==> src/hdl/mul_periph_pkg.sv <==
//////////////////////////////////////////////////
// Register map assumes at least 3 address bits
// Widths are fixed for the unsigned 8x8 datapath
//////////////////////////////////////////////////
package mul_periph_pkg;

    // Datapath widths
    localparam int OPERAND_WIDTH = 8;
    localparam int PRODUCT_WIDTH = 16;
    localparam int ACC_WIDTH     = 24;
    localparam int RDATA_WIDTH   = 16;

    // Register slots
    localparam logic [2:0] ADDR_OP_A   = 3'd0;
    localparam logic [2:0] ADDR_OP_B   = 3'd1;
    localparam logic [2:0] ADDR_CTRL   = 3'd2;
    localparam logic [2:0] ADDR_PROD   = 3'd3;
    localparam logic [2:0] ADDR_ACC_LO = 3'd4;
    localparam logic [2:0] ADDR_ACC_HI = 3'd5;
    localparam logic [2:0] ADDR_STATUS = 3'd6;
    localparam logic [2:0] ADDR_ID     = 3'd7;

    // CTRL write bits
    localparam int CTRL_START   = 0;
    localparam int CTRL_ACC_EN  = 1;
    localparam int CTRL_ACC_CLR = 2;

    // STATUS read bits
    localparam int STAT_BUSY = 0;
    localparam int STAT_DONE = 1;
    localparam int STAT_OVF  = 2;

    localparam logic [15:0] PERIPH_ID = 16'h4D55;

endpackage

==> src/hdl/mac_accumulator.sv <==
`timescale 1ns/1ns
//////////////////////////////////////////////////
// Sum wraps at 24 bits, overflow is sticky
// Clear wins over an add on the same edge
//////////////////////////////////////////////////
module mac_accumulator
    import mul_periph_pkg::*;
(
    input  logic                     clk,
    input  logic                     rst_n,
    input  logic [PRODUCT_WIDTH-1:0] product,
    input  logic                     acc_load,
    input  logic                     acc_en,
    input  logic                     acc_clr,
    output logic [ACC_WIDTH-1:0]     acc_value,
    output logic                     acc_ovf
);

    // One extra bit catches the carry out
    logic [ACC_WIDTH:0] sum_ext;

    assign sum_ext = {1'b0, acc_value} +
                     {{(ACC_WIDTH + 1 - PRODUCT_WIDTH){1'b0}}, product};

    always_ff @(posedge clk or negedge rst_n) begin
        if (!rst_n) begin
            acc_value <= '0;
            acc_ovf   <= 1'b0;
        end else if (acc_clr) begin
            acc_value <= '0;
            acc_ovf   <= 1'b0;
        end else if (acc_load && acc_en) begin
            acc_value <= sum_ext[ACC_WIDTH-1:0];
            if (sum_ext[ACC_WIDTH]) begin
                acc_ovf <= 1'b1;
            end
        end
    end

endmodule

==> src/hdl/mul_control.sv <==
`timescale 1ns/1ns
//////////////////////////////////////////////////
// Needs ADDR_WIDTH of 3 or more, upper slots read 0
// Product is captured one clock after the start write
//////////////////////////////////////////////////
module mul_control
    import mul_periph_pkg::*;
#(
    parameter int ADDR_WIDTH = 3
) (
    input  logic                       clk,
    input  logic                       rst_n,
    input  logic [(2**ADDR_WIDTH)-1:0] wr_sel_n,
    input  logic [(2**ADDR_WIDTH)-1:0] rd_sel_n,
    input  logic [OPERAND_WIDTH-1:0]   wdata,
    output logic [OPERAND_WIDTH-1:0]   op_a,
    output logic [OPERAND_WIDTH-1:0]   op_b,
    input  logic [PRODUCT_WIDTH-1:0]   product,
    input  logic [ACC_WIDTH-1:0]       acc_value,
    input  logic                       acc_ovf,
    output logic                       acc_load,
    output logic                       acc_en,
    output logic                       acc_clr,
    output logic [RDATA_WIDTH-1:0]     rdata
);

    logic [OPERAND_WIDTH-1:0] op_a_reg;
    logic [OPERAND_WIDTH-1:0] op_b_reg;
    logic [PRODUCT_WIDTH-1:0] prod_reg;
    logic                     in_valid;
    logic                     in_acc;
    logic                     done;
    logic                     wr_ctrl;
    logic                     start;
    logic [RDATA_WIDTH-1:0]   status;

    assign wr_ctrl = ~wr_sel_n[ADDR_CTRL];
    assign start   = wr_ctrl & wdata[CTRL_START];
    assign acc_clr = wr_ctrl & wdata[CTRL_ACC_CLR];

    // Input stage feeds the multiplier, its valid doubles as busy
    always_ff @(posedge clk or negedge rst_n) begin
        if (!rst_n) begin
            op_a <= '0;
            op_b <= '0;
        end else if (start) begin
            op_a <= op_a_reg;
            op_b <= op_b_reg;
        end
    end

    always_ff @(posedge clk or negedge rst_n) begin
        if (!rst_n) begin
            op_a_reg <= '0;
            op_b_reg <= '0;
            prod_reg <= '0;
            in_valid <= 1'b0;
            in_acc   <= 1'b0;
            done     <= 1'b0;
        end else begin
            if (!wr_sel_n[ADDR_OP_A]) begin
                op_a_reg <= wdata;
            end
            if (!wr_sel_n[ADDR_OP_B]) begin
                op_b_reg <= wdata;
            end
            in_valid <= start;
            in_acc   <= start & wdata[CTRL_ACC_EN];
            // Capture stage
            if (in_valid) begin
                prod_reg <= product;
            end
            // A new start hides done of the one still finishing
            if (start) begin
                done <= 1'b0;
            end else if (in_valid) begin
                done <= 1'b1;
            end
        end
    end

    assign acc_load = in_valid;
    assign acc_en   = in_acc;

    always_comb begin
        status            = '0;
        status[STAT_BUSY] = in_valid;
        status[STAT_DONE] = done;
        status[STAT_OVF]  = acc_ovf;
    end

    // Selects are one-hot, so at most one branch is taken
    always_comb begin
        rdata = '0;
        if (!rd_sel_n[ADDR_OP_A]) begin
            rdata = {{(RDATA_WIDTH - OPERAND_WIDTH){1'b0}}, op_a_reg};
        end
        if (!rd_sel_n[ADDR_OP_B]) begin
            rdata = {{(RDATA_WIDTH - OPERAND_WIDTH){1'b0}}, op_b_reg};
        end
        if (!rd_sel_n[ADDR_PROD]) begin
            rdata = prod_reg;
        end
        if (!rd_sel_n[ADDR_ACC_LO]) begin
            rdata = acc_value[RDATA_WIDTH-1:0];
        end
        if (!rd_sel_n[ADDR_ACC_HI]) begin
            rdata = {{(2 * RDATA_WIDTH - ACC_WIDTH){1'b0}},
                     acc_value[ACC_WIDTH-1:RDATA_WIDTH]};
        end
        if (!rd_sel_n[ADDR_STATUS]) begin
            rdata = status;
        end
        if (!rd_sel_n[ADDR_ID]) begin
            rdata = PERIPH_ID;
        end
    end

endmodule

==> src/hdl/mul_periph.sv <==
`timescale 1ns/1ns
//////////////////////////////////////////////////
// Plain strobe bus without wait states
// Reads are combinational, writes land on clk
//////////////////////////////////////////////////
module mul_periph
    import mul_periph_pkg::*;
#(
    parameter int ADDR_WIDTH = 3
) (
    input  logic                     clk,
    input  logic                     rst_n,
    input  logic [ADDR_WIDTH-1:0]    address,
    input  logic                     wr,
    input  logic                     rd,
    input  logic [OPERAND_WIDTH-1:0] wdata,
    output logic [RDATA_WIDTH-1:0]   rdata
);

    logic [(2**ADDR_WIDTH)-1:0] wr_sel_n;
    logic [(2**ADDR_WIDTH)-1:0] rd_sel_n;
    logic [OPERAND_WIDTH-1:0]   op_a;
    logic [OPERAND_WIDTH-1:0]   op_b;
    logic [PRODUCT_WIDTH-1:0]   product;
    logic [ACC_WIDTH-1:0]       acc_value;
    logic                       acc_ovf;
    logic                       acc_load;
    logic                       acc_en;
    logic                       acc_clr;

    reg_select_decoder #(
        .ADDR_WIDTH(ADDR_WIDTH)
    ) i_reg_select_decoder (
        .address (address),
        .wr      (wr),
        .rd      (rd),
        .wr_sel_n(wr_sel_n),
        .rd_sel_n(rd_sel_n)
    );

    mul_control #(
        .ADDR_WIDTH(ADDR_WIDTH)
    ) i_mul_control (
        .clk      (clk),
        .rst_n    (rst_n),
        .wr_sel_n (wr_sel_n),
        .rd_sel_n (rd_sel_n),
        .wdata    (wdata),
        .op_a     (op_a),
        .op_b     (op_b),
        .product  (product),
        .acc_value(acc_value),
        .acc_ovf  (acc_ovf),
        .acc_load (acc_load),
        .acc_en   (acc_en),
        .acc_clr  (acc_clr),
        .rdata    (rdata)
    );

    wallace_multiplier i_wallace_multiplier (
        .op_a   (op_a),
        .op_b   (op_b),
        .product(product)
    );

    mac_accumulator i_mac_accumulator (
        .clk      (clk),
        .rst_n    (rst_n),
        .product  (product),
        .acc_load (acc_load),
        .acc_en   (acc_en),
        .acc_clr  (acc_clr),
        .acc_value(acc_value),
        .acc_ovf  (acc_ovf)
    );

endmodule

==> src/hdl/reg_select_decoder.sv <==
`timescale 1ns/1ns
//////////////////////////////////////////////////
// Selects are active low, one bit per slot
// All selects stay high while their strobe is low
//////////////////////////////////////////////////
module reg_select_decoder #(
    parameter int ADDR_WIDTH = 3
) (
    input  logic [ADDR_WIDTH-1:0]      address,
    input  logic                       wr,
    input  logic                       rd,
    output logic [(2**ADDR_WIDTH)-1:0] wr_sel_n,
    output logic [(2**ADDR_WIDTH)-1:0] rd_sel_n
);

    // Start inactive, then pull the addressed slot low
    always_comb begin
        wr_sel_n = '1;
        rd_sel_n = '1;
        if (wr) begin
            wr_sel_n[address] = 1'b0;
        end
        if (rd) begin
            rd_sel_n[address] = 1'b0;
        end
    end

endmodule

==> src/hdl/wallace_multiplier.sv <==
`timescale 1ns/1ns
//////////////////////////////////////////////////
// Unsigned operands only, purely combinational
// Carries out of the top column are always zero
//////////////////////////////////////////////////
module wallace_multiplier
    import mul_periph_pkg::*;
(
    input  logic [OPERAND_WIDTH-1:0] op_a,
    input  logic [OPERAND_WIDTH-1:0] op_b,
    output logic [PRODUCT_WIDTH-1:0] product
);

    localparam int W  = OPERAND_WIDTH;
    localparam int PW = PRODUCT_WIDTH;

    // Height of column col after lvl reduction levels
    function automatic int col_height(input int lvl, input int col);
        int h [PW];
        int nh [PW];
        if (col >= PW) begin
            return 0;
        end
        for (int c = 0; c < PW; c++) begin
            h[c] = (c < W) ? c + 1 : PW - 1 - c;
        end
        for (int l = 0; l < lvl; l++) begin
            for (int c = 0; c < PW; c++) begin
                // Own sums and passthroughs, then carries from the column below
                nh[c] = h[c] / 3 + ((h[c] % 3 != 0) ? 1 : 0);
                if (c > 0) begin
                    nh[c] += h[c-1] / 3 + ((h[c-1] % 3 == 2) ? 1 : 0);
                end
            end
            for (int c = 0; c < PW; c++) begin
                h[c] = nh[c];
            end
        end
        return h[col];
    endfunction

    // Bits a column keeps for itself at the next level
    function automatic int own_count(input int lvl, input int col);
        int h;
        h = col_height(lvl, col);
        return h / 3 + ((h % 3 != 0) ? 1 : 0);
    endfunction

    function automatic int num_levels();
        int lvl;
        int peak;
        lvl = 0;
        peak = W;
        while (peak > 2) begin
            lvl++;
            peak = 0;
            for (int c = 0; c < PW; c++) begin
                if (col_height(lvl, c) > peak) begin
                    peak = col_height(lvl, c);
                end
            end
        end
        return lvl;
    endfunction

    localparam int NL = num_levels();

    // Column bits per level, unused slots tied low
    wire bits [0:NL][0:PW-1][0:W-1];
    wire [PW-1:0] row_s;
    wire [PW-1:0] row_c;
    wire [PW-1:0] carry;

    // Partial products, stacked by weight
    for (genvar i = 0; i < W; i++) begin : g_pp_i
        for (genvar j = 0; j < W; j++) begin : g_pp_j
            localparam int COL = i + j;
            localparam int IDX = (COL < W) ? i : i - (COL - W + 1);
            assign bits[0][COL][IDX] = op_a[j] & op_b[i];
        end
    end

    for (genvar l = 0; l <= NL; l++) begin : g_tie_l
        for (genvar c = 0; c < PW; c++) begin : g_tie_c
            localparam int H = col_height(l, c);
            for (genvar k = H; k < W; k++) begin : g_tie_k
                assign bits[l][c][k] = 1'b0;
            end
        end
    end

    for (genvar l = 0; l < NL; l++) begin : g_lvl
        for (genvar c = 0; c < PW; c++) begin : g_col
            localparam int H   = col_height(l, c);
            localparam int NFA = H / 3;
            localparam int REM = H % 3;
            localparam int CB  = own_count(l, c + 1);

            // 3:2 compressors
            for (genvar k = 0; k < NFA; k++) begin : g_fa
                wire x = bits[l][c][3*k];
                wire y = bits[l][c][3*k+1];
                wire z = bits[l][c][3*k+2];
                assign bits[l+1][c][k] = x ^ y ^ z;
                if (c + 1 < PW) begin : g_cout
                    assign bits[l+1][c+1][CB+k] = (x & y) | (x & z) | (y & z);
                end
            end

            // 2:2 compressor for a pair, a lone bit passes through
            if (REM == 2) begin : g_ha
                assign bits[l+1][c][NFA] = bits[l][c][3*NFA] ^ bits[l][c][3*NFA+1];
                if (c + 1 < PW) begin : g_cout
                    assign bits[l+1][c+1][CB+NFA] = bits[l][c][3*NFA] & bits[l][c][3*NFA+1];
                end
            end else if (REM == 1) begin : g_pass
                assign bits[l+1][c][NFA] = bits[l][c][3*NFA];
            end
        end
    end

    // Ripple carry-propagate adder over the last two rows
    assign carry[0] = 1'b0;
    for (genvar c = 0; c < PW; c++) begin : g_cpa
        assign row_s[c]   = bits[NL][c][0];
        assign row_c[c]   = bits[NL][c][1];
        assign product[c] = row_s[c] ^ row_c[c] ^ carry[c];
        if (c < PW - 1) begin : g_carry
            assign carry[c+1] = (row_s[c] & row_c[c]) | (row_s[c] & carry[c]) |
                                (row_c[c] & carry[c]);
        end
    end

endmodule

==> config.mk <==
export PLATFORM = sky130hd
export DESIGN_NAME = mul_periph
export DESIGN_NICKNAME = d
export VERILOG_FILES = /design/src/hdl/mul_periph_pkg.sv /design/src/hdl/mac_accumulator.sv /design/src/hdl/mul_control.sv /design/src/hdl/mul_periph.sv /design/src/hdl/reg_select_decoder.sv /design/src/hdl/wallace_multiplier.sv
export SDC_FILE = /design/constraint.sdc
export NUM_CORES = 1
export LEC_CHECK = 0
export ABC_AREA = 1
export ABC_CLOCK_PERIOD_IN_PS = 23500
export BUFFER_PORTS_ARGS = -buffer_cell sky130_fd_sc_hd__buf_2
export CAP_MARGIN = 20
export CORE_AREA = 5 5 150 152
export DETAILED_ROUTE_END_ITERATION = 12
export DIE_AREA = 0 0 155 157
export PLACE_DENSITY_LB_ADDON = 0.3
export SETUP_SLACK_MARGIN = 0.02
export SLEW_MARGIN = 20
export SYNTH_ARGS = -nofsm -noshare
export SYNTH_HDL_FRONTEND = slang
export SYNTH_SLANG_ARGS = --single-unit
==> constraint.sdc <==
create_clock -name clk -period 23.5 [get_ports clk]
set_clock_uncertainty 0.15 [all_clocks]
set_input_delay 3.525 -clock clk [delete_from_list [all_inputs] [get_ports clk]]
set_output_delay 3.525 -clock clk [all_outputs]
set_load 0.01 [all_outputs]
==> results of run 1 <==
[logic make-up (layout without fill, tap and decap cells)]
kind of cell	count (synthesis)	in the layout	synth area share (%)
and+or+nand+nor	370	370	23.1
buffers and inverters	231	249	13.7
AOI/OAI and AO/OA	125	125	10.4
adders and majority gates	87	87	22.4
DFF	76	76	29.6
xor gates and xnor gates	5	5	0.682
[area by class of cell]
cell class | count | area [µm²]
fillers | 2282 | 13800
multi-input cells | 587 | 3640
flip-flops and latches | 76 | 1900
well taps | 275 | 344
clock inverters | 7 | 65.1
inverters | 202 | 761
clock buffers | 9 | 225
repair buffers | 31 | 164
[where the power goes]
part | internal [W] | switching [W]
Clock | 0.0000742 | 0.0000645
Sequential | 0.000149 | 0.0000276
Combinational | 0.0000545 | 0.0000934
[metrics by stage]
step | cells | instance area, µm²
4_1_cts | 1187 | 7100
5_1_grt | 1187 | 7100
6_report | 1187 | 7100
3_5_place_dp | 1171 | 6810
3_3_place_gp | 1171 | 6810
2_1_floorplan | 894 | 6420
[path summary, 6_finish.rpt]
kind,slack (ps),depth (start not counted),to
max,14700,10,rdata[3]
min,330,2,i_mul_control.prod_reg[6]
max reg2reg,15350,32,i_mac_accumulator.acc_value[18]
min reg2reg,330,2,i_mul_control.prod_reg[6]
max in group asynchronous,19650,1,i_mul_control.prod_reg[14]
min in group asynchronous,3040,1,i_mac_accumulator.acc_value[23]
[worst max-delay path: stages]
cell and delay (ps):
buf_2 110, inv_1 60, nor2_1 170, nand2_1 420, inv_1 360, nand2_1 90
nand3_1 100, o21ai_0 90, inv_1 70, buf_2 120
[cell usage after synthesis (3+ instances only)]
cell         n  area share (%)
xnor2_1      3            0.41
nor3_1       4            0.31
nor2_1      51             3.0
dfrtp_1     76              30
o22ai_1      9            0.88
nand2_2      3            0.29
a21oi_1     25             1.9
nand3_1     24             1.9
nand2_1    279              16
o21ai_0     73             5.7
nor2_2       3            0.29
o211ai_1     3            0.35
o21ai_1      7            0.55
ha_1        40             7.8
fa_1        47              15
buf_2        4            0.31
o2111ai_1    4            0.55
clkbuf_1    23             1.3
inv_1      199              12
[layer usage]
metal	global-route usage, %	vias to the layer above	wire (µm)
li1	-	2718	-
met4	2.78	0	150
met3	2.67	12	799
met1	21.4	2511	8450
met2	21.3	121	7130
met5	0	-	0
==> metrics, run 1 <==
run status=finished clean; worst ir drop on vdd=0.0411 mV; Total Routed Length=~17 mm; Initial Util=between 30% and 40%; CTS max path bufs=2; Biggest register=i_mac_accumulator.acc_value; CTS HTree Levels=3; Post-synth EDFFs=0; # DRC=0; Post-DRT Antenna Nets=0; Async S/R FF share, synth=100%; critical path capture point type=primary output; DR pass1 iterations=5; Ys Warns=0; vias in the first global route=5256; worst-skew pair later-pin latency=between 300 and 400 ps; Crit path required time=around 20000 ps; vias post-DR=5362; Reg clk slew, reported paths=around 70 ps; Pwr Density=65.3 nW/µm²; CP Max Fanout=21; commonest non-fill, non-tap cell in the layout=nand2_1; Total Power=approximately 0.00046 W; die area=approximately 24000 µm²; Most used DFF post-synth=dfrtp_1; final design utilization=between 30% and 40%; max reg flops=24; data arrival time of the worst path=5130 ps; Core Region=about 21000 µm²; Chip Width=~160 µm; count of final setup violators=0; port buffer count=30; Cell Area, Synth=between 6000 and 7000 µm²; CTS root buf=clkbuf_16; synthesis-to-layout area growth=10.5%; Setup crit start kind=input pin; Hold Violations, Final=0; post-cts resize count=0; number of hold buffers added after CTS=0; Wirelength per Cell=around 14 µm; cell row count=53; Iter 0 DRT Violations=roughly 350; Avg Cell Area, Syn=approximately 7 µm²; grt total ovfl=0; detailed placement HPWL=around 13 mm; largest net degree at the start of global routing=77; post-route minimum period=8800 ps; Hold Path Class=reg2reg; MaxCap Viol Count=0; post-DR vias/cell=4.52; CTS tree=done; Seq/Total Area, Yosys=between 20% and 30%; fin. max-slew vios=0; syn nets=between 900 and 1000; final worst path period share=a little under two fifths; n_diodes=0; Fin Hold WS=~330 ps; hold path startpoint=i_mul_control.prod_reg[6]; die span in y=about 160 µm; initial antenna violation count=0; critical path type=in2out; GRT Util Overall=between 10% and 20%; TritonCTS Buffers=9; crit path from=address[2]; layout cells sized above 1=under 10%; Post-Syn Instances=between 800 and 900; Critical R2R Launch=i_mul_control.op_a[4]; flop and latch count out of synthesis=between 70 and 80; first-pass GRT wire length=27.7 mm; Cell variety after synth=33; Tightest Pin Transition=917 ps; Setup Buffers After CTS=0; final worst slack=14700 ps; Placer Congestion=0.830; CTS sink count=76; unrepaired setup endpoints after global routing=false; TNS Setup=0 ps; P_leak=approximately 4.2 nW; FMAX=114 MHz; final-stage net count=about 1000; dpl ws=between 10000 and 15000 ps; relative slew slack=around two fifths; commonest cells after routing, fill and taps aside=nand2_1, inv_1, dfrtp_1; IO Count=31
No activity file was read; power rests on OpenSTA's default activity.
==> run 2, diff against run 1 <==
ABC_AREA = 0   (was 1)
ABC_CLOCK_PERIOD_IN_PS = 9150   (was 23500)
CORE_AREA = 5 5 147 149   (was 5 5 150 152)
DIE_AREA = 0 0 152 154   (was 0 0 155 157)
clock period = 9.15 ns   (was 23.5 ns; I/O delays follow)
==> metrics, run 2 <==
Wirelength per Cell=16.6 µm (+19%); TritonCTS Buffers=9 (unchanged); Setup Buffers After CTS=0 (unchanged); CP dominant cell by count=fa_1; CTS tree=done; IO Count=31 (unchanged); final worst slack=805 ps (-13890 ps); fillers=2103 (-7.8%); number of hold buffers added after CTS=0 (unchanged); slowest CP cell=fa_1; most frequent cells after synthesis=dfrtp_1, nand2_1, and2_1, inv_1, mux2_2; Switching Fraction=42.7% (+2.7 points); GRT Util Overall=13.4% (-0.86 points); register area=1900 µm² (unchanged); Async S/R FF share, synth=100% (unchanged); Cell variety after synth=50 (+52%); Seq/Total Area, Yosys=31.0% (+1.4 points); unrepaired setup endpoints after global routing=false; critical path capture point type=flip-flop; die area=23400 µm² (-3.8%); CTS HTree Levels=3 (unchanged); vias post-DR=4392 (-18%); CP Max Fanout=9 (-57%); main area contributors after synthesis=dfrtp_1, fa_1, mux2_2; worst-skew pair later-pin latency=340 ps (about the same); footprint of the multi-input gates=3920 µm² (+7.8%); CTS max path bufs=2 (unchanged); post-DR vias/cell=4.82 (+6.7%); Critical path destination=i_mac_accumulator.acc_value[21]; Most used DFF post-synth=dfrtp_1; Avg Cell Area, Syn=9.96 µm² (+39%); port buffer count=30 (unchanged); Pwr Density=299 nW/µm² (+360%); post-synth top area cell=dfrtp_1; grt total ovfl=0 (unchanged); Cell Int Power=0.00118 W (+320%); Hold Violations, Final=0 (unchanged); Crit path required time=9230 ps (-10600 ps); Post-DRT Antenna Nets=0 (unchanged); Post-Syn Instances=616 (-31%); TNS Setup=0 ps (unchanged); Hold Path Class=reg2reg; Clk pwr share=20.2% (-9.7 points); Cell Area, Synth=6130 µm² (-4.5%); Placer Congestion=0.820 (-1.3%); Tightest Pin Transition=827 ps (-90.2 ps); n_diodes=0 (unchanged); Biggest register=i_mac_accumulator.acc_value; syn nets=718 (-28%); largest net degree at the start of global routing=77 (unchanged); Reg clk slew, reported paths=70 ps (about the same); synthesis-to-layout area growth=12.4%; hold path startpoint=i_mul_control.prod_reg[11]; dpl ws=802 ps (-13940 ps); Sequential Power Share=24.4% (-14 points); Chip Width=152 µm (-1.9%); Total Power=0.00206 W (+340%); first-pass GRT wire length=25.2 mm (-9.0%); top cell type's share of synthesized area=31.0% (+1.4 points); data arrival time of the worst path=8420 ps (+3290 ps); Iter 0 DRT Violations=204 (-41%); CTS root buf=clkbuf_16; DR pass1 iterations=4 (-1); P_leak=3.39 nW (-20%); Ys Warns=0 (unchanged); final worst path period share=between 90% and 100%; FF-to-FF setup slack=800 ps (-14550 ps); commonest cells after routing, fill and taps aside=dfrtp_1, nand2_1, and2_1, inv_1, mux2_2; # DRC=0 (unchanged); detailed placement HPWL=11.7 mm (-10%); commonest non-fill, non-tap cell in the layout=dfrtp_1; Comb power frac=55.4% (+23 points); worst ir drop on vdd=0.130 mV (+220%); final-stage net count=739 (-27%); critical path type=reg2reg; Core Region=20000 µm² (-4.1%); vias in the first global route=4501 (-14%); initial antenna violation count=0 (unchanged); die span in y=154 µm (-1.9%); count of final setup violators=0 (unchanged); run status=finished clean; post-cts resize count=0 (unchanged); CTS sink count=76 (unchanged); fin. max-slew vios=0 (unchanged); reg2reg end=i_mac_accumulator.acc_value[21]; largest stage delay on the critical path=540 ps (+120 ps); Critical R2R Launch=i_mul_control.op_a[4]; Post-synth EDFFs=0 (unchanged); layout cells sized above 1=15.8% (+9.1 points); FMAX=roughly 120 MHz; reg2reg path depth=28 (-13%); NetSw=0.000881 W (+380%); crit path from=i_mul_control.op_a[4]; Initial Util=30.6% (-0.15 points); cell row count=52 (-1.9%); flop and latch count out of synthesis=76 (unchanged); Setup crit start kind=flip-flop; max reg flops=24 (unchanged); top-count cell post-synth=dfrtp_1; relative slew slack=44.7% (+6.0 points); MaxCap Viol Count=0 (unchanged); post-route minimum period=about 8300 ps; Total Routed Length=15.1 mm (-8.7%); final design utilization=34.4% (+0.41 points)
## run 2: cell types whose count changed after synthesis, moves of 8 or more
cell,before,now
a21o_1,0,11
nand3_1,24,7
and2_1,0,59
o22ai_1,9,1
a21oi_1,25,33
nor2_1,51,17
inv_1,199,59
xnor2_1,3,12
o21ai_0,73,31
nor2b_1,0,10
clkbuf_1,23,15
mux2_2,0,50
nand2_1,279,64
mux2i_1,0,11
## run 2: final cells by class
| class | count | share of cell area (%) |
|---|---|---|
| tap | 270 | 4.90 |
| inverter | 59 | 3.21 |
| sequential | 76 | 27.6 |
| clock inverter | 5 | 1.45 |
| clock buffer | 10 | 3.47 |
| timing repair buffer | 32 | 2.49 |
| multi-input combinational | 459 | 56.9 |
## run 2: power groups by stage
stage / clock network [W] / registers, W / logic, W
finish: 0.000416 / 0.000503 / 0.00114
CTS: 0.000425 / 0.000502 / 0.00117
global placement: 0 / 0.000503 / 0.00116
global route: 0.000436 / 0.000517 / 0.00132
detailed placement: 0 / 0.000507 / 0.00116
floorplan: 0 / 0.000470 / 0.000892
## run 2: metal layers
| layer | wire length (µm) | global-route usage (%) | share of wire (%) |
|---|---|---|---|
| met5 | 0 | 0 | 0 |
| met3 | 648 | 1.80 | 4.3 |
| met4 | 157 | 3.47 | 1.0 |
| met1 | 7840 | 20.6 | 52 |
| met2 | 6450 | 19.6 | 43 |
## run 2: worst min-delay path by stage
| stage | to | slack [ps] | depth (start not counted) |
|---|---|---|---|
| after floorplan | i_mul_control.done | 320 | 2 |
| after CTS | i_mul_control.prod_reg[6] | 360 | 1 |
| final | i_mul_control.prod_reg[11] | 360 | 1 |
| after global placement | i_mul_control.prod_reg[6] | 330 | 1 |
| after global routing | i_mul_control.prod_reg[6] | 370 | 1 |
| after detailed placement | i_mul_control.prod_reg[6] | 350 | 1 |
## run 2: cell families after synthesis
| kind of cell | Yosys count | synth area share, % |
|---|---|---|
| and+or+nand+nor | 183 | 15.7 |
| AOI/OAI and AO/OA | 108 | 11.0 |
| adders and majority gates | 87 | 23.5 |
| buffers and inverters | 81 | 5.04 |
| DFF | 76 | 31.0 |
| muxes | 61 | 11.0 |
| xor gates and xnor gates | 20 | 2.86 |
## run 2: worst max-delay path, delay by kind of cell (launching register included)
| family | cells | cell delay, ps |
|---|---|---|
| compound gates | 2 | 640 |
| xor+xnor | 3 | 490 |
| fa+ha+maj | 15 | 5630 |
| buf+inv | 4 | 220 |
| flops | 1 | 480 |
| simple gates | 4 | 630 |
## run 2: metrics by stage
step | std cells | area (µm²) | hold slack, ps
6_report | 911 | 6890 | 356
4_1_cts | 911 | 6890 | 356
3_3_place_gp | 896 | 6550 | 333
3_5_place_dp | 896 | 6550 | 345
5_1_grt | 911 | 6890 | 374
2_1_floorplan | 616 | 6130 | 316
==> run 3, diff against run 2 <==
CORE_AREA = 2 2 144 146   (was 5 5 147 149)
DIE_AREA = 0 0 146 148   (was 0 0 152 154)
==> metrics, run 3 (same netlist as run 2, synthesis figures left out) <==
TritonCTS Buffers=9 (unchanged); dpl ws=788 ps (-13.9 ps); Biggest register=i_mac_accumulator.acc_value; reg2reg path depth=28 (unchanged); commonest non-fill, non-tap cell in the layout=dfrtp_1; IO Count=31 (unchanged); largest net degree at the start of global routing=77 (unchanged); CTS sink count=76 (unchanged); max reg flops=24 (unchanged); reg2reg end=i_mac_accumulator.acc_value[21]; detailed placement HPWL=11.8 mm (+0.18%); run status=finished clean; Placer Congestion=0.829 (+1.1%); Setup crit start kind=flip-flop; final-stage net count=739 (unchanged); Tightest Pin Transition=876 ps (+49.1 ps); final design utilization=34.2% (-0.17 points); Core Region=20000 µm² (unchanged); NetSw=0.000883 W (+0.30%); n_diodes=0 (unchanged); FMAX=119 MHz (-0.79%); largest stage delay on the critical path=540 ps (about the same); Pwr Density=296 nW/µm² (-1.0%); Critical R2R Launch=i_mul_control.op_b[0]; slowest CP cell=fa_1; Cell Int Power=0.00115 W (-2.8%); Crit path required time=9230 ps (about the same); initial antenna violation count=0 (unchanged); final worst slack=738 ps (-66.5 ps); DR pass1 iterations=4 (unchanged); P_leak=3.38 nW (-0.40%); CTS max path bufs=2 (unchanged); TNS Setup=0 ps (unchanged); # DRC=0 (unchanged); Switching Fraction=43.5% (+0.78 points); Worst Hold End=i_mul_control.prod_reg[14]; worst hold path cell count=1 (unchanged); Total Routed Length=15.3 mm (+1.1%); Comb power frac=56.8% (+1.4 points); Iter 0 DRT Violations=269 (+32%); commonest cells after routing, fill and taps aside=dfrtp_1, nand2_1, and2_1, inv_1, mux2_2; Fin Hold WS=356 ps (+0.817 ps); post-DR vias/cell=4.83 (+0.16%); CTS HTree Levels=3 (unchanged); post-cts resize count=0 (unchanged); CP dominant cell by count=fa_1; critical path capture point type=flip-flop; fillers=2130 (+1.3%); GRT Util Overall=14.8% (+1.4 points); synthesis-to-layout area growth=11.9%; cell row count=52 (unchanged); hold path startpoint=i_mul_control.prod_reg[14]; vias post-DR=4399 (+0.16%); Initial Util=30.6% (unchanged); CP Max Fanout=9 (unchanged); worst ir drop on vdd=0.129 mV (-0.95%); Reg clk slew, reported paths=60 ps (about the same); first-pass GRT wire length=25.1 mm (-0.35%); Chip Width=146 µm (-3.9%); layout cells sized above 1=15.8% (unchanged); relative slew slack=41.4% (-3.3 points); post-route minimum period=8410 ps (+66.5 ps); CTS tree=done; Setup Buffers After CTS=0 (unchanged); final worst path period share=91.9% (+0.73 points); count of final setup violators=0 (unchanged); grt total ovfl=0 (unchanged); worst-skew pair later-pin latency=340 ps (about the same); CTS root buf=clkbuf_16; Sequential Power Share=24.7% (+0.3 points); MaxCap Viol Count=0 (unchanged); unrepaired setup endpoints after global routing=false; critical path type=reg2reg; Hold Violations, Final=0 (unchanged); Wirelength per Cell=16.7 µm (+1.1%); die span in y=148 µm (-3.9%); Post-DRT Antenna Nets=0 (unchanged); vias in the first global route=4618 (+2.6%); FF-to-FF setup slack=740 ps (-70 ps); number of hold buffers added after CTS=0 (unchanged); port buffer count=30 (unchanged); fin. max-slew vios=0 (unchanged); die area=21600 µm² (-7.7%); data arrival time of the worst path=8490 ps (+70 ps); Clk pwr share=18.5% (-1.7 points); Hold Path Class=reg2reg
==> run 3: area by class of cell <==
type	instances	area (µm²)	share of cell area, %
clock buffer	9	225	3.28
clock inverter	6	80.1	1.17
inverter	59	221	3.23
multi-input combinational	459	3920	57.2
sequential	76	1900	27.7
tap	270	338	4.92
timing repair buffer	32	171	2.50
==> run 3: metrics by stage <==
stage	instances	instance area, µm²	power, W
2_1_floorplan	616	6130	0.00136
3_3_place_gp	896	6550	0.00167
3_5_place_dp	896	6550	0.00167
4_1_cts	911	6860	0.00206
5_1_grt	911	6860	0.00223
6_report	911	6860	0.00203
==> run 3: power groups by stage <==
stage	Clock (W)	Sequential (W)	Combinational (W)
global route	0.000396	0.000518	0.00132
CTS	0.000385	0.000503	0.00118
global placement	0	0.000504	0.00116
finish	0.000377	0.000501	0.00115
floorplan	0	0.000470	0.000892
detailed placement	0	0.000509	0.00117
==> run 3: worst max-delay path: cells and delay by family, from the launching register on <==
family,cells,cell delay (ps)
DFF,1,470
AOI/OAI and AO/OA,2,660
xor gates and xnor gates,3,510
buffers and inverters,4,220
and+or+nand+nor,4,590
adders and majority gates,15,5690
==> run 3: how the worst max path moves through the flow <==
stage                                from  depth (start not counted)                               to
floorplan           i_mul_control.op_a[5]                         28  i_mac_accumulator.acc_value[21]
global placement    i_mul_control.op_a[5]                         28  i_mac_accumulator.acc_value[21]
detailed placement  i_mul_control.op_a[4]                         28  i_mac_accumulator.acc_value[21]
CTS                 i_mul_control.op_a[4]                         28  i_mac_accumulator.acc_value[21]
global route        i_mul_control.op_b[0]                         28  i_mac_accumulator.acc_value[21]
finish              i_mul_control.op_b[0]                         28  i_mac_accumulator.acc_value[21]
==> run 3: layer usage <==
layer | share of wire (%) | track usage, % | vias to the layer above
met3 | 4.0 | 1.94 | 15
met5 | 0 | 0 | -
met4 | 1.7 | 4.81 | 0
met1 | 51 | 21.8 | 2168
met2 | 44 | 22.5 | 89
li1 | - | - | 2127
